<file path="src/logic/cpu_types_pkg.sv">
package cpu_types_pkg;

	// datapath widths
	localparam int WORD_W = 32;
	localparam int REG_W = 5;
	localparam int IMM_W = 16;
	localparam int NUM_REGS = 32;

	typedef logic [WORD_W-1:0] word_t;
	typedef logic [REG_W-1:0] regbits_t;

	// alu operations
	typedef enum logic [2:0] {
		OP_ADD,
		OP_SUB,
		OP_AND,
		OP_OR,
		OP_XOR,
		OP_SLT,
		OP_LUI
	} alu_op_t;

	// decoded instruction from the issuer
	typedef struct packed {
		logic valid;
		alu_op_t op;
		regbits_t rs;
		regbits_t rt;
		regbits_t rd;
		logic [IMM_W-1:0] imm16;
		logic use_imm;
		logic mem_read;
		logic mem_write;
		logic wen;
		logic halt;
	} issue_t;

	// execute to memory
	typedef struct packed {
		logic valid;
		logic wen;
		regbits_t rd;
		word_t result;
		word_t store_data;
		logic mem_read;
		logic mem_write;
		logic halt;
	} ex_mem_t;

	// memory to writeback
	typedef struct packed {
		logic valid;
		logic wen;
		regbits_t rd;
		word_t result;
		word_t load_data;
		logic mem_read;
		logic halt;
	} mem_wb_t;

	// register file write port, also visible at the top
	typedef struct packed {
		logic wen;
		regbits_t rd;
		word_t wdata;
		logic halt;
	} wb_t;

endpackage

</file>
<file path="src/logic/mem_stage.sv">
`timescale 1ns/10ps

module mem_stage #(
	parameter int DMEM_WORDS = 64
) (
	input logic CLK,
	input logic nRST,
	input cpu_types_pkg::ex_mem_t in,
	output cpu_types_pkg::mem_wb_t out
);

	import cpu_types_pkg::*;

	localparam int IDX_W = $clog2(DMEM_WORDS);

	word_t dmem [DMEM_WORDS];
	logic [IDX_W-1:0] idx;

	// word index, wraps at the memory size
	assign idx = IDX_W'((in.result >> 2) % DMEM_WORDS);

	// memory reads zero after reset
	always_ff @(posedge CLK, negedge nRST) begin
		if (nRST == 1'b0) begin
			for (int i = 0; i < DMEM_WORDS; i++) begin
				dmem[i] <= '0;
			end
		end
		else if (in.valid && in.mem_write) begin
			dmem[idx] <= in.store_data;
		end
	end

	// load data is combinational
	always_comb begin
		out.valid = in.valid;
		out.wen = in.wen;
		out.rd = in.rd;
		out.result = in.result;
		out.load_data = dmem[idx];
		out.mem_read = in.mem_read;
		out.halt = in.halt;
	end

	property p_word_aligned;
		@(posedge CLK) disable iff (!nRST)
		(in.valid && (in.mem_read || in.mem_write)) |-> (in.result[1:0] == 2'b00);
	endproperty

	a_word_aligned: assert property (p_word_aligned)
		else $error("mem_stage: unaligned access at %h", in.result);

endmodule

</file>
<file path="config.mk">
export PLATFORM = sky130hd
export DESIGN_NAME = mem_stage
export DESIGN_NICKNAME = d
export VERILOG_FILES = /design/src/logic/cpu_types_pkg.sv /design/src/logic/mem_stage.sv
export SDC_FILE = /design/constraint.sdc
export NUM_CORES = 2
export LEC_CHECK = 0
export BUFFER_PORTS_ARGS = -buffer_cell sky130_fd_sc_hd__buf_2
export CORE_AREA = 2 2 413 415
export CTS_BUF_LIST = sky130_fd_sc_hd__clkbuf_2
export CTS_CLUSTER_SIZE = 28
export DETAILED_ROUTE_END_ITERATION = 6
export DIE_AREA = 0 0 415 417
export HOLD_SLACK_MARGIN = 0.15
export MAX_ROUTING_LAYER = met4
export PLACE_DENSITY = 0.72
export RECOVER_POWER = 100
export REMOVE_ABC_BUFFERS = 1
export SYNTH_ARGS = -nofsm -noshare
export SYNTH_HDL_FRONTEND = slang
export SYNTH_SLANG_ARGS = --single-unit
</file>
<file path="constraint.sdc">
create_clock -name CLK -period 2.55 [get_ports CLK]
set_input_delay 0.1275 -clock CLK [delete_from_list [all_inputs] [get_ports CLK]]
set_output_delay 0.1275 -clock CLK [all_outputs]
set_load 0.03 [all_outputs]
</file>
Word-level counts from Yosys, hierarchy flattened
Index checks and enable logic that the tools add are counted.
{"block": "word_totals", "output_inout_bits": 73, "register_bits": 2048, "input_bits": 76}
{"block": "classes", "order_cmp": 2, "n_bitwise": 1, "reduce_logical": 2, "mux": 6}
{"cell": "bitwise mux 2048 bit", "count": 1}
{"cell": "binary-select mux 32 bit (select 6 bit)", "count": 1}
{"cell": "demux 32 bit (select 6 bit)", "count": 1}
{"cell": "2-to-1 mux 32 bit", "count": 3}
{"cell": ">= comparator 7 bit (second input constant)", "count": 1}
{"cell": "less-than comparator 7 x 1 -> 1 bit (second input constant)", "count": 1}
{"cell": "inverter 6 -> 7 bit", "count": 1}
{"cell": "logical AND 1 bit", "count": 2}

Longest topological paths before layout
{"block": "logic_depth", "depth_word": 6, "mapped_depth": 10, "mapped_depth_nobuf": 5}

Worst setup path before layout
OpenSTA, ideal clock, no wires.
{"block": "synth_path", "path_kind": "input-to-output", "from": "input port in[38] in the netlist's numbering", "to": "output port out[19] in the netlist's numbering", "cell_stages": 7, "t_arrival_ns": 1.961, "n_path_buf": 2, "setup_slack_ns": 0.462, "path_cell_list": "buf_4 -> buf_2 -> mux4_2 -> mux2i_1 -> o22ai_1 -> a2111oi_0 -> nand4_1"}
{"item": "from (decl)", "line": "mem_stage.sv:8", "text": "input cpu_types_pkg::ex_mem_t in,"}
{"item": "to (decl)", "line": "mem_stage.sv:9", "text": "output cpu_types_pkg::mem_wb_t out"}

==> flow_summary.json <==
{
  "synthTopCellsByArea": "dfrtp_1 (55%), mux2_2 (24%), a221oi_1 (3.8%)",
  "finalHoldViolations": 0,
  "path_max_fanout": 2,
  "first_pass_iters": 5,
  "setup_viol": 3967,
  "yosysTopAreaCell": "dfrtp_1",
  "htreeDepth": 6,
  "leakagePower_nw": 51.3,
  "yosys.area_share.adder": 0,
  "fin_util": 0.646,
  "top_register": "dmem",
  "multi_input_area_mm2": 0.0402,
  "worstPathArrival_ns": 4.41,
  "rr_worst_depth": 2,
  "ys_ff_latch": 2048,
  "crit_required_ns": 2.42,
  "crit_end": "out[10]",
  "p_total_mw": 67.5,
  "synth_seq_area_share": 0.545,
  "area_growth_pct": 15.9,
  "synth-compound-area-share": 0.0852,
  "rrSetupSlack_ns": 1.21,
  "max-clock-path-buffers": 4,
  "fin_cells": 10052,
  "status": "complete, but fails checks",
  "synth_top_cell_area_share": 0.545,
  "dieArea_mm2": 0.173,
  "start_kind": "flip-flop",
  "regToRegStartpoint": "dmem[864]$_DFFE_PN0P_",
  "core_mm2": 0.169,
  "cts_buffers": 542,
  "top_level_ports": 149,
  "clock.fmax_ghz": 0.220,
  "first_iter_violations": 6198,
  "port_buffers": 80,
  "synth_ff_type": "dfrtp_1",
  "place_area_mm2": 0.102,
  "synth_xor_area_frac": 0,
  "place_congestion": 0.942,
  "fin_crit_sh": 1.78,
  "synth.avg_cell_area_um2": 13.7,
  "reg.largest.list": "dmem (2048)",
  "max-slew-margin-rel": -0.317,
  "nFillCells": 12417,
  "violations": "capacitance limit, slew limit, setup timing",
  "p_per_area_mw_per_mm2": 620,
  "finish.instance_area_mm2": 0.109,
  "finalClockSkew_ns": 0,
  "drv_cap": 1,
  "rows": 151,
  "slew_violations": 29,
  "worst_pin_slew_ns": 1.98,
  "die_h_um": 417,
  "worstReg2RegEnd": "dmem[864]$_DFFE_PN0P_",
  "cts_tree": "yes",
  "hp-class": "in2out",
  "clockRootBuffer": "clkbuf_2",
  "startpoint": "dmem[1224]$_DFFE_PN0P_",
  "syn_inst": 6848,
  "grt_pass1_vias": 69571,
  "chipWidth_um": 415,
  "clk_pin_slew_ns": 0.10,
  "final_common_cell": "dfrtp_1",
  "synth_top_family_by_area": "multiplexers",
  "synthMuxAreaShare": 0.289,
  "synth_edf_count": 0,
  "ys_warn_count": 0,
  "regArea_mm2": 0.0512,
  "antenna_left": 0,
  "async_flop_share": 1.00,
  "endpoint_kind": "output pin",
  "vias_per_cell": 6.58,
  "final_cell_mix": "dfrtp_1 (2,048), mux2_2 (2,017), clkbuf_2 (781)",
  "synthSimpleGateAreaFrac": 0.0390,
  "initial_core_util": 0.558,
  "drc": 0,
  "syn_area_mm2": 0.0940,
  "dp_hpwl_um": 186000,
  "drive_above_1_share": 0.512,
  "grt.overflow.total": 0,
  "fin_ws_ns": -1.99,
  "cts.sinks": 2048,
  "grtUsageTotal": 0.355,
  "peakVddDrop_v": 0.000518,
  "place_ws_ns": -1.03,
  "antenna_found_initial": 8,
  "largest_reg_flops": 2048,
  "grt_pass1_wl_um": 448000,
  "nNetsFinal": 7579,
  "vias": 66150,
  "drt_wl_total_um": 297000,
  "ys_types": 62,
  "grt_start_max_net_pins": 163,
  "critPathKind": "reg2out",
  "rsz0062_at_grt": "true",
  "clk_latency_ns": 1.73,
  "dp.cells": 9006,
  "min_period_ns": 4.54,
  "wl_per_cell_um": 29.6
}
[cells in the mapped netlist, drive strengths merged (5+ instances only)]
| cell type | count |
|---|---|
| mux2 | 2110 |
| dfrtp | 2048 |
| buf | 473 |
| a221oi | 425 |
| clkbuf | 341 |
| a21oi | 183 |
| nor2 | 162 |
| a22oi | 146 |
| mux4 | 120 |
| nand3b | 118 |
| nand2 | 102 |
| o22ai | 99 |
| nand3 | 75 |
| o21ai | 66 |
| mux2i | 65 |
| or3b | 59 |
| o221ai | 35 |
| nand4 | 31 |
| a2111oi | 23 |
| nor3 | 23 |
| a211oi | 15 |
| a31oi | 15 |
| or4 | 15 |
| o41a | 12 |
| o22a | 9 |
| and3 | 8 |
| nor2b | 8 |
| and2 | 7 |
| nor3b | 7 |
| nand2b | 6 |
| a32oi | 5 |
[final cells by class]
class | count | area share
inverters | 3 | 0.000195
clock inverters | 91 | 0.00514
multi-input cells | 3983 | 0.369
repair buffers | 925 | 0.0934
diodes | 13 | 0.000299
flip-flops and latches | 2048 | 0.471
clock buffers | 771 | 0.0354
well taps | 2218 | 0.0255
[what timing repair did]
item / in CTS / in global routing
hold buffers: 170 / 1
setup buffers: 7 / 2
resized for setup: 221 / 30
pin swaps: 70 / 26
endpoints found under the hold margin: 4096 / 211
endpoints found under the setup margin: 32 / 41
[routing by layer]
metal	vias to the layer above	GRT usage	routed length (µm)
met5	-	-	0
met1	34794	0.464	119000
met2	3379	0.528	136000
met4	0	0.157	13200
li1	27190	-	-
met3	787	0.0868	28700
[how the worst min path moves through the flow]
stage | from | end | slack [ns] | cells past startpoint
after CTS | in[38] | dmem[1182]$_DFFE_PN0P_ | 0.16 | 9
after global placement | nRST | dmem[1986]$_DFFE_PN0P_ | 0.07 | 1
after floorplan | nRST | dmem[0]$_DFFE_PN0P_ | -0.17 | 0
after global routing | in[60] | out[59] | 0.26 | 0
after detailed placement | nRST | dmem[1986]$_DFFE_PN0P_ | 0.07 | 1
final | in[0] | out[0] | 0.26 | 0
[power breakdown]
group          total (mW)  leakage (nW)  internal, mW  switching [mW]
clock network        22.2          3.49          8.74            13.5
registers            36.5          27.9          35.1            1.40
logic                8.76          19.9          4.20            4.56
[metrics by stage]
stage / hold WS (ns) / setup TNS [ns]
3_3_place_gp: 0.0693 / -11.81
2_1_floorplan: -0.168 / -6531.47
3_5_place_dp: 0.0691 / -12.20
6_report: 0.255 / -1559.45
5_1_grt: 0.255 / -1426.43
4_1_cts: 0.160 / -53.84
[logic make-up (layout without fill, tap and decap cells)]
group | count (synthesis) | count (layout)
muxes | 2295 | 2295
DFF | 2048 | 2048
AOI/OAI and AO/OA | 1048 | 1048
buffers and inverters | 817 | 1790
and+or+nand+nor | 640 | 640
other | 0 | 13
[critical path: stages (launching register included)]
cell,delay [ns]
dfrtp_1,0.40
mux4_2,0.47
nand2_2,0.09
a21oi_2,0.08
a2111oi_4,0.81
buf_4,0.24
nand4_1,0.27
buf_6,0.26
No activity file was read; power rests on OpenSTA's default activity.
