--- src/logic/cpu_types_pkg.sv ---
package cpu_types_pkg;

	// datapath widths
	localparam int WORD_W = 32;
	localparam int REG_W = 5;
	localparam int IMM_W = 16;
	localparam int NUM_REGS = 32;

	typedef logic [WORD_W-1:0] word_t;
	typedef logic [REG_W-1:0] regbits_t;

	// alu operations
	typedef enum logic [2:0] {
		OP_ADD,
		OP_SUB,
		OP_AND,
		OP_OR,
		OP_XOR,
		OP_SLT,
		OP_LUI
	} alu_op_t;

	// decoded instruction from the issuer
	typedef struct packed {
		logic valid;
		alu_op_t op;
		regbits_t rs;
		regbits_t rt;
		regbits_t rd;
		logic [IMM_W-1:0] imm16;
		logic use_imm;
		logic mem_read;
		logic mem_write;
		logic wen;
		logic halt;
	} issue_t;

	// execute to memory
	typedef struct packed {
		logic valid;
		logic wen;
		regbits_t rd;
		word_t result;
		word_t store_data;
		logic mem_read;
		logic mem_write;
		logic halt;
	} ex_mem_t;

	// memory to writeback
	typedef struct packed {
		logic valid;
		logic wen;
		regbits_t rd;
		word_t result;
		word_t load_data;
		logic mem_read;
		logic halt;
	} mem_wb_t;

	// register file write port, also visible at the top
	typedef struct packed {
		logic wen;
		regbits_t rd;
		word_t wdata;
		logic halt;
	} wb_t;

endpackage

--- src/logic/writeback_rf.sv ---
`timescale 1ns/10ps

module writeback_rf (
	input logic CLK,
	input logic nRST,
	input cpu_types_pkg::mem_wb_t in,
	input cpu_types_pkg::regbits_t rsel1,
	input cpu_types_pkg::regbits_t rsel2,
	output cpu_types_pkg::word_t rdat1,
	output cpu_types_pkg::word_t rdat2,
	output cpu_types_pkg::wb_t wb,
	output logic halted
);

	import cpu_types_pkg::*;

	word_t regs [NUM_REGS];
	logic halted_reg;

	// bubbles never write and never halt
	always_comb begin
		wb.wen = in.valid & in.wen;
		wb.rd = in.rd;
		wb.wdata = in.mem_read ? in.load_data : in.result;
		wb.halt = in.valid & in.halt;
	end

	// register 0 is never written so it stays zero
	always_ff @(posedge CLK, negedge nRST) begin
		if (nRST == 1'b0) begin
			for (int i = 0; i < NUM_REGS; i++) begin
				regs[i] <= '0;
			end
		end
		else if (wb.wen && (wb.rd != '0)) begin
			regs[wb.rd] <= wb.wdata;
		end
	end

	assign rdat1 = regs[rsel1];
	assign rdat2 = regs[rsel2];

	// sticky until reset
	always_ff @(posedge CLK, negedge nRST) begin
		if (nRST == 1'b0) begin
			halted_reg <= 1'b0;
		end
		else if (wb.halt) begin
			halted_reg <= 1'b1;
		end
	end

	assign halted = halted_reg;

endmodule

--- config.mk ---
export PLATFORM = sky130hd
export DESIGN_NAME = writeback_rf
export DESIGN_NICKNAME = d
export VERILOG_FILES = /design/src/logic/cpu_types_pkg.sv /design/src/logic/writeback_rf.sv
export SDC_FILE = /design/constraint.sdc
export NUM_CORES = 2
export LEC_CHECK = 0
export BUFFER_PORTS_ARGS = -buffer_cell sky130_fd_sc_hd__clkbuf_2
export CAP_MARGIN = 40
export CORE_MARGIN = 2
export CORE_UTILIZATION = 56
export DETAILED_ROUTE_END_ITERATION = 8
export GPL_ROUTABILITY_DRIVEN = 0
export GPL_TIMING_DRIVEN = 0
export PLACE_DENSITY = 0.73
export SLEW_MARGIN = 20
export SYNTH_ARGS = -nofsm -noshare
export SYNTH_HDL_FRONTEND = slang
export SYNTH_SLANG_ARGS = --single-unit
--- constraint.sdc ---
create_clock -name CLK -period 2.65 [get_ports CLK]
set_clock_uncertainty 0.15 [all_clocks]
set_input_delay 0.53 -clock CLK [delete_from_list [all_inputs] [get_ports CLK]]
set_output_delay 0.53 -clock CLK [all_outputs]
set_load 0.1 [all_outputs]
# Yosys cells after proc, flatten, opt, wreduce, memory -nomap -nowiden
# Cells that the tools add are included.
# op_classes
addsub	0
multipliers	0
n_div	0
magnitude_cmp	4
eq_ne	0
shift	0
n_mux	10
n_bitwise	5
reduce_logical	3
# ops
operator	count
$bwmux W1024	1
$bmux W32 S5	2
$mux W32	6
$demux W32 S5	1
$ge A6 B6 Y1 const B	3
$not A5 Y6	3
$lt A6 B1 Y1 const B	1
$reduce_bool A5 Y1	1
$and A1 B1 Y1	2
$logic_and A1 B1 Y1	2
# word_totals
register_bits	1025
latchBits	0
mem_bits_rw	0
romBits	0
in_bits	85
output_inout_bits	104
word_cells	55
mem_count	0

# Logic depth before layout (Yosys ltp)
# depth
ltp_word	6
mapped_depth	8
depth_no_buf	5

# Worst setup path after synthesis
# No wires, ideal clock.
# synth_timing
path_type	input-to-output
start	input port rsel1[1]
end	output port rdat1[25]
arrival_time_ns	2.482
required_time_ns	1.970
slack_ns	-0.512
stages	8
n_path_buf	4
cell_sequence	buf_2 buf_2 buf_4 buf_2 mux2i_1 a22oi_1 a31oi_1 nand3_1
# synth_via
elab_chain_cells	4
# synth_lines
item	line_no	rtl
from (decl)	writeback_rf.sv:7	input cpu_types_pkg::regbits_t rsel1,
$not A5 Y6 (not written as such)	writeback_rf.sv:40	assign rdat1 = regs[rsel1];
$bmux W32 S5	writeback_rf.sv:40	
$mux W32 (not written as such) (2 in a row)	writeback_rf.sv:40	
to (decl)	writeback_rf.sv:9	output cpu_types_pkg::word_t rdat1,
# Every way passes these cells. The select of a mux whose other input is x is not followed.

# Final worst setup path
# layout_timing
start	register regs[795] (netlist bit)
end	output port rdat1[27]
# layout_via
elab_chain_cells	3
# layout_lines
item	line_no	rtl
from (decl)	writeback_rf.sv:17	word_t regs [NUM_REGS];
from (signal, indexed assignment)	writeback_rf.sv:36	regs[wb.rd] <= wb.wdata;
$bmux W32 S5	writeback_rf.sv:40	
$mux W32 (not written as such) (2 in a row)	writeback_rf.sv:40	
# Every way passes these cells. The select of a mux whose other input is x is not followed.

==> results by group <==
Status
  • Status: finished with violations
  • Failing checks: negative setup slack

Clocking
  • Clock buffer depth: 3
  • CTS tree: built
  • CTS buffer count: 106
  • Clk Latency, worst-skew pair: 710 ps
  • H-tree depth: 3
  • Clock-pin slew on the worst setup and hold paths: 70 ps
  • Clk sink count: 1025
  • Root buffer cell: clkbuf_16

Route
  • Detailed-route via count: 52024
  • Vias per cell: 6.887
  • DR pass1 iterations: 7
  • Post-route antenna net violation count: 0
  • First DRT Iteration DRCs: 8073
  • # DRC: 0
  • Total Wirelength: 240.5 mm
  • DR WL/cell: 31.83 um

GRT
  • Grt ovf: 0
  • Vias in the first global route: 50633
  • First-pass GRT wire length: 337.4 mm
  • GRT Util Overall: 0.4731
  • Pin count of the biggest net entering global routing: 92
  • Initial antenna violation count: 5

STA
  • Worst slew pin tran: 935.4 ps
  • Hold Vio Cnt, Final: 0
  • Pins over their slew limit: 0
  • Setup-failing EPs final: 71
  • Peak Freq: 0.3264 GHz
  • Post-route setup slack: -413.7 ps
  • Fin crit period: 3064 ps
  • RSZ-0062 raised after global routing: yes
  • TNS Setup: -19840 ps
  • Fin crit share: 1.156
  • Rel. slew slack: 0.3764

Yosys
  • Mux contribution to synthesized area: 0.1959
  • Sequential area share after synthesis: 0.4754
  • Cell Area, Synth: 53960 sq um
  • Yosys warns: 0
  • Simple-gate share of the synthesized area: 0.1159
  • Syn avg cell area: 9.343 sq um
  • Main combinational cell family by area after synthesis: multiplexers
  • Synth Area in Adders: 0
  • Seq cells post-synth: 1025
  • Synth Area in Compound Gates: 0.1647
  • Post-synthesis cell type count: 29
  • Syn_nets: 5860
  • Synth Instances: 5775
  • Post-Synth XOR/XNOR Area: 0

Worst setup path
  • Worst endpoint required time: 1970 ps
  • CP max stage cell: nor3_4
  • Critical-path maximum fanout: 3
  • Crit path cell chain: mux2i_1 -> a22o_1 -> nor3_4 -> a31oi_4 -> nand3_4 -> clkbuf_16
  • Crit Path Class: reg -> out
  • Slowest stage delay, CP: 440 ps
  • Crit Reg-Reg Endpoint: regs[419]
  • Reg-to-reg slack, setup: 1260 ps
  • Worst r2r src: regs[419]
  • Worst Path Arrival: 2380 ps
  • Type of origin of the critical path: flop
  • Critical path endpoint category: primary output
  • Reg2reg path depth: 2

Die
  • Initial Util: 0.5662
  • Die Wd: 314.4 um
  • Die height: 314.4 um
  • Num rows: 113
  • Boundary Pins: 189
  • Area of the die: 98850 sq um
  • CORE AREA: 95290 sq um

Worst hold path
  • Hold Startpoint: in[53]
  • Hold Path Class: in -> reg
  • End of the worst hold path: regs[499]
  • Cells on Worst Hold Path: 3

Placement
  • DP HPWL: 168.3 mm
  • DP Cell Count: 7248
  • Port bufs: 183
  • DP Worst Slack: -1778 ps

Power and ir drop
  • PD cells: 724.5 nW/um^2
  • Cell leakage power: 0.03213 uW
  • Maximum vdd ir drop: 604.9 uV

Flow run
  • Max-cap viol count: 0

Final layout
  • Max reg flops: 1024
  • Fill cells: 6468
  • Fin nets: 6278
  • Layout cells sized above 1: 0.2175
  • Area Overhead vs Synth: 29.41%
  • Post-route insts no fill: 7554
## synth_stat cells (all sizes together)
cell type	n	area (sq um)
nand3b	1	7.510
mux2i	1056	10570
buf	215	1092
or2	3	18.77
a21oi	832	4164
and3	1	6.260
nor4	2	42.54
nand2	557	2093
o21ai	352	1762
dfrtp	1025	25650
inv	32	120.1
nor3	76	481.7
or4	2	15.01
a22o	128	1121
clkbuf	369	1385
a22oi	192	1441
a31oi	64	400.4
nand3	196	980.9
nand2b	8	65.07
nor2	652	2465
nor2b	8	50.05
and2	4	25.02
## stage by stage
| stage | hold WS (ps) | area, sq um | total power (uW) | utilization |
|---|---|---|---|---|
| floorplan | 84.41 | 55290 | 27750 | - |
| global placement | 297.8 | 57790 | 30740 | 0.6064 |
| detailed placement | 316.7 | 58280 | 31270 | 0.6116 |
| CTS | 2.862 | 68910 | 49100 | 0.7231 |
| global route | 40.11 | 69810 | 51880 | 0.7326 |
| finish | 19.99 | 69830 | 50590 | 0.7328 |
## cell families after synthesis
kind of cell / count (synthesis)
muxes: 1056
DFF: 1025
and+or+nand+nor: 1510
buffers and inverters: 616
AOI/OAI and AO/OA: 1568
## worst max-delay path: cells and delay by family, from the launching register on
| kind | cells | cell delay [ps] |
|---|---|---|
| AOI/OAI and AO/OA | 2 | 360 |
| buffers and inverters | 1 | 200 |
| DFF | 1 | 390 |
| muxes | 1 | 110 |
| and+or+nand+nor | 2 | 580 |
## placed cells by master (no fill, tap or decap), types with 80 or more instances in the layout
cell type	netlist	final
a22oi_2	0	80
clkbuf_16	0	198
clkbuf_8	0	86
clkbuf_1	369	244
mux2i_1	1056	997
nand2_1	556	552
nor2_1	645	644
nand3_2	0	94
a22oi_1	192	112
dfrtp_1	1025	1025
a21oi_1	832	819
o21ai_0	332	332
clkbuf_2	0	109
a22o_1	128	120
buf_4	15	115
## area by class of cell
class,instances,area [sq um],share of cell area
multi-input combinational,4134,29580,0.4236
inverter,32,232.7,0.003333
clock inverter,50,650.6,0.009318
sequential,1025,25650,0.3673
timing repair buffer,314,4232,0.06060
antenna,5,12.51,0.0001792
buffer,580,4808,0.06886
tap,1265,1583,0.02267
clock buffer,149,3077,0.04406
## how the worst max path moves through the flow
stage                    start          to  slack [ps]  depth (start not counted)
finish               regs[795]   rdat1[27]        -410                          6
global route        regs[1022]   rdat1[30]        -380                          6
CTS                 regs[1019]   rdat1[27]        -310                          6
detailed placement    rsel2[0]   rdat2[25]       -1780                          9
global placement          nRST  regs[1008]      -23910                          1
floorplan                in[1]      wb[10]         -60                          5
## power breakdown
| group | leakage (uW) | internal (uW) | switching, uW | total [uW] |
|---|---|---|---|---|
| Sequential | 0.0133 | 18300 | 2470 | 20800 |
| Combinational | 0.0171 | 5200 | 8250 | 13500 |
| Clock | 0.00181 | 9320 | 7010 | 16300 |
## metal layers
layer / track usage / routed length, um / up-vias
met5: 0 / 14 / -
met4: 0.3800 / 23820 / 2
met3: 0.1850 / 36010 / 1188
met2: 0.6688 / 99010 / 4402
met1: 0.5744 / 81610 / 25253
li1: - / - / 21179
## timing repair
item	in CTS	in global routing
endpoints found under the hold margin	59	0
resized for setup	1261	153
gates cloned	17	5
hold buffers	2	0
endpoints found under the setup margin	96	86
buffers inserted	56	26
pin swaps	278	104
Power figures use the tool's default switching activity.
