===== config.mk =====
export PLATFORM = sky130hd
export DESIGN_NAME = execute_stage
export DESIGN_NICKNAME = d
export VERILOG_FILES = /design/src/logic/cpu_types_pkg.sv /design/src/logic/execute_stage.sv
export SDC_FILE = /design/constraint.sdc
export NUM_CORES = 1
export LEC_CHECK = 0
export CAP_MARGIN = 0
export CELL_PAD_IN_SITES_DETAIL_PLACEMENT = 1
export CELL_PAD_IN_SITES_GLOBAL_PLACEMENT = 1
export CORE_MARGIN = 4
export CORE_UTILIZATION = 41
export DETAILED_ROUTE_END_ITERATION = 8
export DONT_BUFFER_PORTS = 1
export GPL_ROUTABILITY_DRIVEN = 0
export GPL_TIMING_DRIVEN = 0
export PLACE_DENSITY_LB_ADDON = 0.1
export SYNTH_ARGS = -nofsm -noshare
export SYNTH_HDL_FRONTEND = slang
export SYNTH_SLANG_ARGS = --single-unit

===== constraint.sdc =====
create_clock -name vclk -period 5
set_input_delay 0.25 -clock vclk [all_inputs]
set_output_delay 0.25 -clock vclk [all_outputs]
set_load 0.01 [all_outputs]

===== src/logic/cpu_types_pkg.sv =====
package cpu_types_pkg;

	// datapath widths
	localparam int WORD_W = 32;
	localparam int REG_W = 5;
	localparam int IMM_W = 16;
	localparam int NUM_REGS = 32;

	typedef logic [WORD_W-1:0] word_t;
	typedef logic [REG_W-1:0] regbits_t;

	// alu operations
	typedef enum logic [2:0] {
		OP_ADD,
		OP_SUB,
		OP_AND,
		OP_OR,
		OP_XOR,
		OP_SLT,
		OP_LUI
	} alu_op_t;

	// decoded instruction from the issuer
	typedef struct packed {
		logic valid;
		alu_op_t op;
		regbits_t rs;
		regbits_t rt;
		regbits_t rd;
		logic [IMM_W-1:0] imm16;
		logic use_imm;
		logic mem_read;
		logic mem_write;
		logic wen;
		logic halt;
	} issue_t;

	// execute to memory
	typedef struct packed {
		logic valid;
		logic wen;
		regbits_t rd;
		word_t result;
		word_t store_data;
		logic mem_read;
		logic mem_write;
		logic halt;
	} ex_mem_t;

	// memory to writeback
	typedef struct packed {
		logic valid;
		logic wen;
		regbits_t rd;
		word_t result;
		word_t load_data;
		logic mem_read;
		logic halt;
	} mem_wb_t;

	// register file write port, also visible at the top
	typedef struct packed {
		logic wen;
		regbits_t rd;
		word_t wdata;
		logic halt;
	} wb_t;

endpackage


===== src/logic/execute_stage.sv =====
`timescale 1ns/10ps

module execute_stage (
	input cpu_types_pkg::issue_t issue,
	input cpu_types_pkg::ex_mem_t ex_mem,
	input cpu_types_pkg::mem_wb_t mem_wb,
	input cpu_types_pkg::word_t rdat1,
	input cpu_types_pkg::word_t rdat2,
	output cpu_types_pkg::regbits_t rsel1,
	output cpu_types_pkg::regbits_t rsel2,
	output cpu_types_pkg::ex_mem_t out
);

	import cpu_types_pkg::*;

	word_t op_a;
	word_t rt_val;
	word_t op_b;
	word_t imm_ext;
	word_t result;

	// operand with forwarding, nearest producer wins
	function automatic word_t operand(input regbits_t sel, input word_t rf_val);
		word_t val;
		if (sel == '0) begin
			val = '0;
		end
		else if (ex_mem.valid && ex_mem.wen && (ex_mem.rd == sel)) begin
			val = ex_mem.result;
		end
		else if (mem_wb.valid && mem_wb.wen && (mem_wb.rd == sel)) begin
			val = mem_wb.mem_read ? mem_wb.load_data : mem_wb.result;
		end
		else begin
			val = rf_val;
		end
		return val;
	endfunction

	assign rsel1 = issue.rs;
	assign rsel2 = issue.rt;

	assign imm_ext = {{(WORD_W-IMM_W){issue.imm16[IMM_W-1]}}, issue.imm16};

	always_comb begin
		op_a = operand(issue.rs, rdat1);
		rt_val = operand(issue.rt, rdat2);
	end

	assign op_b = issue.use_imm ? imm_ext : rt_val;

	always_comb begin
		case (issue.op)
			OP_ADD: result = op_a + op_b;
			OP_SUB: result = op_a - op_b;
			OP_AND: result = op_a & op_b;
			OP_OR: result = op_a | op_b;
			OP_XOR: result = op_a ^ op_b;
			OP_SLT: result = ($signed(op_a) < $signed(op_b)) ? word_t'(1) : '0;
			// upper half from the raw immediate
			OP_LUI: result = {issue.imm16, {(WORD_W-IMM_W){1'b0}}};
			default: result = '0;
		endcase
	end

	// result doubles as the address for loads and stores
	always_comb begin
		out.valid = issue.valid;
		out.wen = issue.wen;
		out.rd = issue.rd;
		out.result = result;
		out.store_data = rt_val;
		out.mem_read = issue.mem_read;
		out.mem_write = issue.mem_write;
		out.halt = issue.halt;
	end

	// issuer never sends a combined load and store
	always_comb begin
		if (issue.valid) begin
			assert (!(issue.mem_read && issue.mem_write))
				else $error("execute_stage: load and store on one issue");
		end
	end

endmodule


; Word-level counts from Yosys, hierarchy flattened
; Index checks and enable logic that the tools add are counted.
[op_classes]
addsub = 2
magnitude_cmp = 1
eq_ne = 10
n_mux = 10
n_bitwise = 3
reduce_logical = 9
[op_table]
columns = op, n
row1 = 2-to-1 mux 32 bit, 8
row2 = one-hot mux 32 bit (7 select lines), 1
row3 = adder 32 bit, 1
row4 = AND 32 bit, 1
row5 = less-than comparator 32 bit, 1
row6 = bitwise OR 32 bit, 1
row7 = subtractor 32 bit, 1
row8 = XOR 32 bit, 1
row9 = == test 5 bit, 4
row10 = zero test 5 bit, 2
row11 = == test 3 bit (second input constant), 3
row12 = == test 3 x 2 -> 1 bit (second input constant), 2
row13 = logical AND 1 bit, 6
row14 = == test 3 x 1 -> 1 bit (second input constant), 1
row15 = zero test 3 bit, 1
row16 = 2-to-1 mux 1 bit, 1
[word_totals]
reg_bits = 0
input_bits = 251
out_inout_bits = 84
elab_cells = 35

; Logic depth before layout (Yosys ltp)
; Gate-level depths: netlist (run 1).
[logic_depth]
depth_word = 9
ltp_mapped = 21

; Worst setup path before layout (run 1)
; OpenSTA, ideal clock, no wires.
[synth_timing]
path_kind = input to output
from = input port issue[26] (netlist bit)
to = output port out[61] (netlist bit)
t_arrival_ps = 4556
t_required_ps = 4750
path_slack_ps = 194
path_stages = 17
n_path_buf = 2
path_cell_list = clkbuf_1 -> xor2_1 -> nor3_1 -> clkbuf_1 -> o21ai_0 -> o21ai_0 -> o21ai_1 -> ha_1 -> fa_1 -> o21ba_1 -> or4_1 -> a311o_1 -> a31o_4 -> a211oi_4 -> o221ai_2 -> a221o_1 -> a21o_1
[synth_lines]
columns = element, line_no
row1 = start: declaration, execute_stage.sv:4  ; input cpu_types_pkg::issue_t issue,
row2 = end: declaration, execute_stage.sv:11  ; output cpu_types_pkg::ex_mem_t out

==> results.toml, run 1 <==
[run_status]
status = "finished, final reports clean"

[flow_run]
maxCapViolCount = 0

[power]
vdd_ir_drop_max_v = 0.0000376
p_sw_mw = 0.879
internal-power_mw = 0.476
p_per_area_nw_per_um2 = 149
p_leak_nw = 4.01
seqPwrFrac_pct = 0
power.share.combinational_pct = 100.0
clkPwrFrac_pct = 0
switching_share_pct = 64.9

[placement]
dp_hpwl_mm = 35.9
numPortBuffers = 0
placedCellCount = 1606

[floorplan]
rows = 50
start_util_pct = 42.2
die_w_um = 147
core_area_um2 = 18900
io_pins = 335
fp.dieArea_um2 = 21700
die_h_um = 147

[grt]
track_usage_pct = 37.1
grt_max_degree = 13
grt-ovfl-total = 0
grt_pass1_vias = 10400
grt_pass1_wl_mm = 63.5
antenna_found_initial = 3

[drt]
ant_nets = 0
drc = 0
first_pass_iters = 7
drtIter0Drc = 1024
drt_wl_total_mm = 43.8
vias = 10700
post_drt_wl_per_cell_um = 26.8
viasPerCell = 6.54

[sta]
relSlewSlack_pct = 23.0
worst_pin_slew_ps = 1150
rsz0062_at_grt = "yes"
fmax_mhz = 201
finalSetupViolations = 0
fin_crit_sh_pct = 99.5
drv_slew = 0
holdWs_ps = 593
min_period_ps = 4980
hold_viol_final = 0
fin_setup_tns_ps = 0

[synth]
synth_fa_ha_area_share_pct = 15.6
yosys.area_share.simple_pct = 22.2
yosys_warnings = 0
synth_compound_area_share_pct = 39.4
synth_top_family_by_area = "compound AO/OA/AOI/OAI gates"
synth.avg_cell_area_um2 = 5.92
netlist_instances = 1346
synth_xor_area_share_pct = 3.41
muxShareOfSynthArea_pct = 6.74
synthesis.area_um2 = 7970
synthesis.nets = 1695
yosysSeqAreaShare_pct = 0
yosysUniqueCellTypes = 82

[layout]
stdcell_count = 1635
multi_input_area_um2 = 7390
regArea_um2 = 0
nFillCells = 2624
design.seq.count = 0
syn_to_final_growth_pct = 14.0
clock_buffers = 0
drive_gt1_share_pct = 13.3
fin_nets = 1723

[critical_path]
cp.arrival_ps = 4730
path_max_fanout = 10
startpoint_type = "input pin"
required_ps = 4750
end_kind = "output port"
criticalPathCategory = "input pin to output port"

[hold_path]
holdPathEnd = "out[69]"
min_from = "issue[23]"
hp-class = "input pin to output port"
min_path_cells = 1

[clock_tree]
cts_hold_buf = 0
-- cell families after synthesis --
group | Yosys count
AOI/OAI and AO/OA | 506
buffers and inverters | 244
and+or+nand+nor | 414
adders and majority gates | 98
muxes | 53
xor gates and xnor gates | 31
-- placed cells by master, fill, tap and decap left out, types with 9 or more instances in the layout --
| cell | Yosys | layout |
|---|---|---|
| nand2_1 | 209 | 208 |
| a21oi_1 | 152 | 142 |
| o21ai_0 | 151 | 130 |
| inv_1 | 124 | 122 |
| nor2_1 | 107 | 106 |
| ha_1 | 96 | 89 |
| buf_4 | 22 | 56 |
| clkbuf_1 | 81 | 50 |
| mux2i_1 | 48 | 46 |
| o22ai_1 | 25 | 23 |
| nor3_1 | 25 | 23 |
| o21ai_1 | 21 | 22 |
| o21ai_2 | 0 | 20 |
| xnor2_1 | 19 | 19 |
| nand3_1 | 19 | 19 |
| clkbuf_2 | 0 | 16 |
| o21bai_1 | 14 | 13 |
| xor2_1 | 12 | 12 |
| o21a_1 | 11 | 11 |
| nand4_1 | 10 | 10 |
| a21o_1 | 10 | 10 |
| a211oi_1 | 11 | 10 |
| a31oi_1 | 11 | 9 |
-- synthesized netlist by cell type, drive strengths merged, types with 4 or more instances --
cell type | instances | area [um2]
a31oi | 11 | 68.8
a21boi | 5 | 37.5
nor2b | 6 | 37.5
o221ai | 10 | 93.8
o21a | 11 | 82.6
ha | 96 | 1200
mux2 | 5 | 56.3
nand2b | 8 | 50.1
o21ai | 172 | 861
nand3 | 19 | 95.1
or4 | 6 | 45.0
o31ai | 12 | 95.1
o311ai | 4 | 50.1
nor3 | 25 | 125
xor2 | 12 | 105
a21o | 10 | 75.1
clkbuf | 81 | 304
nor4 | 7 | 43.8
a221oi | 8 | 76.3
nand2 | 209 | 785
mux2i | 48 | 480
nand4 | 10 | 62.6
xnor2 | 19 | 166
inv | 127 | 477
a211oi | 12 | 103
o22ai | 25 | 156
nor2 | 108 | 408
a32oi | 6 | 52.6
o21bai | 14 | 105
a21oi | 152 | 761
a311oi | 5 | 43.8
o211ai | 8 | 65.1
buf | 33 | 220
-- how the worst max path moves through the flow --
stage | endpoint | start
global route | out[65] | issue[31]
detailed placement | out[59] | issue[26]
CTS | out[61] | mem_wb[67]
global placement | out[59] | issue[26]
finish | out[60] | mem_wb[70]
floorplan | out[61] | issue[26]
-- timing repair --
item | CTS | global route
endpoints found under the setup margin | 28 | 20
gates cloned | 0 | 0
buffers inserted | 16 | 19
resized for setup | 62 | 115
pin swaps | 13 | 37
-- layer usage --
| metal | share of wire [%] | global-route usage (%) | vias up |
|---|---|---|---|
| li1 | - | - | 4775 |
| met1 | 40 | 47.3 | 5163 |
| met4 | 5.1 | 13.1 | 0 |
| met5 | 0 | 0 | - |
| met3 | 9.3 | 7.48 | 130 |
| met2 | 46 | 62.3 | 631 |
-- power by group through the flow --
stage / clock, mW / combinational, mW / sequential (mW)
detailed placement: 0 / 1.18 / 0
floorplan: 0 / 0.862 / 0
CTS: 0 / 1.23 / 0
global placement: 0 / 1.16 / 0
global route: 0.0000000802 / 1.45 / 0
finish: 0.0000000803 / 1.35 / 0
-- stage by stage --
step                cell area (um2)  util, %  power (mW)  worst slack (ps)
global route                   9080     48.1        1.45              -167
floorplan                      7970        -       0.862               194
global placement               8290     43.9        1.16             -1300
finish                         9080     48.1        1.35              23.2
CTS                            8590     45.5        1.23              2.37
detailed placement             8290     43.9        1.18             -1310
-- final cells by class --
type | count | share of cell area, %
Inverter | 130 | 5.37
Multi-Input combinational cell | 1102 | 81.4
Timing Repair Buffer | 35 | 3.21
Antenna cell | 3 | 0.0827
Buffer | 105 | 6.34
Tap cell | 260 | 3.58
-- critical path, cell delays in order --
cell      delay (ps)
xor2_1           140
nor4_1           290
nand4_1          180
buf_6            180
buf_4            170
nor2_1           190
a21oi_4           40
o21ai_1          110
o21ai_1          110
o21a_1           270
buf_4            160
ha_1             330
nor2b_1          190
o311ai_4         450
a211oi_4         140
o311a_4          360
or3_4            420
a21oi_1          180
o21bai_1          90
mux2_2           300
o22ai_2          180
Note: power is estimated with default switching activity, not from simulation.
==> inputs of run 2 (changes only) <==
--- a/config.mk
+++ b/config.mk
@@ -14,7 +14,9 @@
 export DONT_BUFFER_PORTS = 1
 export GPL_ROUTABILITY_DRIVEN = 0
 export GPL_TIMING_DRIVEN = 0
+export MAX_ROUTING_LAYER = met4
 export PLACE_DENSITY_LB_ADDON = 0.1
+export RECOVER_POWER = 50
 export SYNTH_ARGS = -nofsm -noshare
 export SYNTH_HDL_FRONTEND = slang
 export SYNTH_SLANG_ARGS = --single-unit
==> run 2 against run 1 <==
  * Routed wire length is 0.50% lower
  * Cell count is 0.24% lower
  * Worst setup slack better by 37 ps
  * Total power is 0.42% lower
  * First-iteration DRC count is 0.88% lower
  * Utilization is 0.75 points lower
  * Global-route usage is 1.0 points higher
  * Hold slack better by 12 ps
  * Sequential share of layout area stayed put
  * Critical path depth stayed put
  * Critical path type unchanged
  * Largest power group unchanged
  * Highest routed layer unchanged
==> results.toml, run 2 (same netlist as run 1, synthesis figures left out) <==
[layout]
clock_buffers = 0
regArea_um2 = 0
syn_to_final_growth_pct = 12.2
multi_input_area_um2 = 7390
postLayoutCoreUtil_pct = 47.3
fin_nets = 1719
mostFrequentLayoutCells = "nand2_1, a21oi_1, o21ai_0"
drive_gt1_share_pct = 11.5
final_area_um2 = 8940
layout_commonest_cell = "nand2_1"
nFillCells = 2646
design.seq.count = 0

[sta]
relSlewSlack_pct = 22.9
finalSetupViolations = 0
worst_pin_slew_ps = 1150
hold_viol_final = 0
drv_slew = 0
min_period_ps = 4940
rsz0062_at_grt = "yes"
fin_setup_tns_ps = 0
fmax_mhz = 202
fin_crit_sh_pct = 98.8

[placement]
numPortBuffers = 0
placed_area_um2 = 8290
dp_hpwl_mm = 35.9

[drt]
drt_wl_total_mm = 43.6
post_drt_wl_per_cell_um = 26.7
vias = 10800
viasPerCell = 6.59
first_pass_iters = 6
drtIter0Drc = 1015
drc = 0
ant_nets = 0

[critical_path]
cp.arrival_ps = 4690
criticalPathCategory = "input pin to output port"
crit_chain = "xor2_1, nor4_1, nand4_1, buf_6, buf_4, nor2_2, a21oi_4, o21ai_0, o21ai_1, o21a_1, buf_4, ha_1, nor2b_1, o311ai_4, a211oi_4, o311a_4, or3_4, nor2b_2, a311oi_2, o22ai_1, o31ai_4"
required_ps = 4750
end_kind = "output port"
critPathBufInv = 3
setup.worst_path.end = "out[66]"
cp.depth = 21
path_max_fanout = 10
critPathSlowestCell = "o311ai_4"
crit_start = "mem_wb[70]"
cp_top_family = "compound AO/OA/AOI/OAI gates"
cp_common_cell = "buf_4"
startpoint_type = "input pin"
max_stage_delay_ps = 420

[grt]
track_usage_pct = 38.1
grt_pass1_vias = 10400
antenna_found_initial = 3
grt-ovfl-total = 0
grt_pass1_wl_mm = 63.4
grt_max_degree = 13

[power]
vdd_ir_drop_max_v = 0.0000376
p_leak_nw = 3.90
p_total_mw = 1.35
p_per_area_nw_per_um2 = 151

[run_status]
status = "finished, final reports clean"

[floorplan]
fp.dieArea_um2 = 21700
die_w_um = 147
core_area_um2 = 18900
die_h_um = 147
io_pins = 335
start_util_pct = 42.2
rows = 50

[hold_path]
hp-class = "input pin to output port"

[flow_run]
maxCapViolCount = 0
[run 2: power by group]
| group | leakage [nW] | internal [mW] | total (mW) | switching [mW] |
|---|---|---|---|---|
| registers | 0 | 0 | 0 | 0 |
| clock network | 0.0000190 | 0.0000000804 | 0.0000000804 | 0 |
| logic | 3.90 | 0.470 | 1.35 | 0.878 |
[run 2: how the worst min path moves through the flow]
| stage | cells after the start | slack, ps | endpoint | startpoint |
|---|---|---|---|---|
| 5_1_grt | 1 | 610 | out[69] | issue[23] |
| 2_1_floorplan | 1 | 590 | out[0] | issue[0] |
| 3_5_place_dp | 1 | 590 | out[69] | issue[23] |
| 3_3_place_gp | 1 | 590 | out[70] | issue[24] |
| 4_1_cts | 1 | 590 | out[69] | issue[23] |
| 6_report | 1 | 610 | out[69] | issue[23] |
[run 2: final cells by class]
| cell class | count | area share, % |
|---|---|---|
| Inverter | 130 | 5.46 |
| Timing Repair Buffer | 32 | 2.77 |
| Antenna cell | 3 | 0.0840 |
| Multi-Input combinational cell | 1102 | 82.7 |
| Tap cell | 260 | 3.64 |
| Buffer | 104 | 5.38 |
[run 2: through the flow]
stage,instances,hold WS (ps),setup slack (ps)
global placement,1606,595,-1300
CTS,1618,594,2.37
floorplan,1346,592,194
global route,1631,607,-133
detailed placement,1606,594,-1310
finish,1631,605,60.2
[run 2: timing repair]
action | in CTS | in global routing
pin swaps | 13 | 31
hold buffers | 0 | 0
endpoints found under the setup margin | 28 | 19
cloned | 0 | 0
setup buffers | 16 | 16
resized for setup | 62 | 103
[run 2: layer usage]
layer	part of all wire (%)	track usage (%)	wire length, um	vias up
met5	0	-	0	-
met4	5.4	13.9	2350	0
met3	9.5	6.71	4120	147
met2	46	61.8	19900	699
met1	39	47.7	17200	5150
li1	-	-	-	4758
==> inputs of run 3 (changes only) <==
--- a/config.mk
+++ b/config.mk
@@ -9,14 +9,14 @@
 export CELL_PAD_IN_SITES_DETAIL_PLACEMENT = 1
 export CELL_PAD_IN_SITES_GLOBAL_PLACEMENT = 1
 export CORE_MARGIN = 4
-export CORE_UTILIZATION = 41
+export CORE_UTILIZATION = 45
 export DETAILED_ROUTE_END_ITERATION = 8
 export DONT_BUFFER_PORTS = 1
 export GPL_ROUTABILITY_DRIVEN = 0
 export GPL_TIMING_DRIVEN = 0
-export MAX_ROUTING_LAYER = met4
 export PLACE_DENSITY_LB_ADDON = 0.1
 export RECOVER_POWER = 50
 export SYNTH_ARGS = -nofsm -noshare
 export SYNTH_HDL_FRONTEND = slang
 export SYNTH_SLANG_ARGS = --single-unit
+export TNS_END_PERCENT = 50
==> constraint.sdc (replaced) <==
create_clock -name vclk -period 4.7
set_input_delay 0.235 -clock vclk [all_inputs]
set_output_delay 0.235 -clock vclk [all_outputs]
set_load 0.01 [all_outputs]
==> run 3 against run 2 <==
  * The flow now finishes with violations (negative setup slack)
  * Sequential share of layout area is the same
  * Critical path depth down 1
  * Global-route usage increased by 2.7 points
  * Clock-buffer cell count is the same
  * Critical endpoint is now out[59]
  * Largest cell class unchanged
  * Largest power group unchanged
  * Highest routed layer is now met5
==> results.toml, run 3 (same netlist as run 1, synthesis figures left out) <==
[sta]
finalSetupViolations = 12
worst_pin_slew_ps = 1020
holdWs_ps = 575
drv_slew = 0
rsz0062_at_grt = "yes"
min_period_ps = 4910
fmax_mhz = 204
hold_viol_final = 0
setup_slack_ps = -206
relSlewSlack_pct = 31.7
fin_crit_sh_pct = 104

[layout]
mostFrequentLayoutCells = "nand2_1, a21oi_1, o21ai_0"
stdcell_count = 1614
clock_buffers = 0
fin_nets = 1739
design.seq.count = 0
layout_commonest_cell = "nand2_1"
syn_to_final_growth_pct = 19.4
drive_gt1_share_pct = 16.6
nFillCells = 2381
multi_input_area_um2 = 7760
regArea_um2 = 0

[power]
vdd_ir_drop_max_v = 0.0000645
p_total_mw = 1.56
p_sw_mw = 1.00
p_leak_nw = 4.07
clkPwrFrac_pct = 0
power.share.combinational_pct = 100.0
p_per_area_nw_per_um2 = 163
internal-power_mw = 0.556
seqPwrFrac_pct = 0
switching_share_pct = 64.3

[critical_path]
cp.arrival_ps = 4670
path_max_fanout = 10
startpoint_type = "input pin"
criticalPathCategory = "input pin to output port"
crit_chain = "inv_1, o211ai_1, nor4_4, nand2_2, clkbuf_2, nand2_1, o21ai_0, nand2_1, a21oi_4, inv_2, fa_2, o21ba_4, or4_4, a311o_1, a31o_4, a21oi_4, nor3_2, o21ai_2, a31oi_1, o32ai_2"
critPathSlowestCell = "fa_2"
required_ps = 4470
cp_top_family = "compound AO/OA/AOI/OAI gates"
max_stage_delay_ps = 430
end_kind = "output port"
critPathBufInv = 3

[hold_path]
min_path_cells = 1
min_from = "issue[23]"
hp-class = "input pin to output port"
holdPathEnd = "out[69]"

[placement]
placedCellCount = 1571
pre_cts_ws_ps = -1100
dp_hpwl_mm = 35.9
numPortBuffers = 0

[grt]
grt_pass1_wl_mm = 63.8
antenna_found_initial = 2
grt_pass1_vias = 10800
track_usage_pct = 40.8
grt-ovfl-total = 0
grt_max_degree = 13

[floorplan]
die_h_um = 141
fp.dieArea_um2 = 19900
io_pins = 335
die_w_um = 141
core_area_um2 = 17300
rows = 48
start_util_pct = 46.1

[drt]
vias = 11300
ant_nets = 0
drc = 0
viasPerCell = 6.98
drtIter0Drc = 1449
first_pass_iters = 5
drt_wl_total_mm = 46.1
post_drt_wl_per_cell_um = 28.5

[run_status]
status = "complete, but fails checks"
violations = "negative setup slack"

[clock_tree]
cts_hold_buf = 0

[flow_run]
maxCapViolCount = 0
==> run 3: cell types whose count changed in the layout (fill, tap and decap cells not counted), moves of 7 or more <==
cell | before | now
ha_1 | 88 | 78
buf_4 | 35 | 48
a21oi_1 | 141 | 131
a21oi_2 | 8 | 17
o21ai_0 | 130 | 123
==> run 3: power groups by stage <==
stage	Combinational [mW]	Sequential [mW]	Clock, mW
after floorplan	0.917	0	0
after global placement	1.22	0	0
after detailed placement	1.25	0	0
after CTS	1.35	0	0
after global routing	1.65	0	0.0000000285
final	1.56	0	0.0000000285
==> run 3: how the worst max path moves through the flow <==
stage	from	to	slack, ps	cells past startpoint
after floorplan	mem_wb[70]	out[61]	40	18
after global placement	issue[26]	out[59]	-1070	18
after detailed placement	issue[26]	out[59]	-1100	18
after CTS	mem_wb[67]	out[61]	10	20
after global routing	mem_wb[67]	out[59]	-290	19
final	issue[31]	out[59]	-210	20
==> run 3: through the flow <==
stage	area, um2	TNS [ps]	util [%]
6_report	9510	-1230	55.0
5_1_grt	9510	-2620	55.0
4_1_cts	8800	0	50.9
3_5_place_dp	8250	-17850	47.7
3_3_place_gp	8250	-16370	47.7
2_1_floorplan	7970	0	-
==> run 3: final cells by class <==
cell class | count | area share (%)
multi-input cells | 1102 | 81.5
well taps | 225 | 2.96
plain buffers | 104 | 5.80
inverters | 130 | 5.21
diodes | 1 | 0.0263
repair buffers | 52 | 4.46
==> run 3: per-layer routing <==
metal  GRT usage (%)  wire [um]
met3            9.26       5500
met5               0         32
met2            67.6      20500
met1            50.3      16700
met4            18.8       3370
==> run 3: repair_timing <==
action,in CTS,in global routing
gates resized for setup,117,149
gates cloned,0,2
pin swaps,24,53
hold endpoints to repair,0,0
setup buffers,24,26
endpoints found under the setup margin,26,22
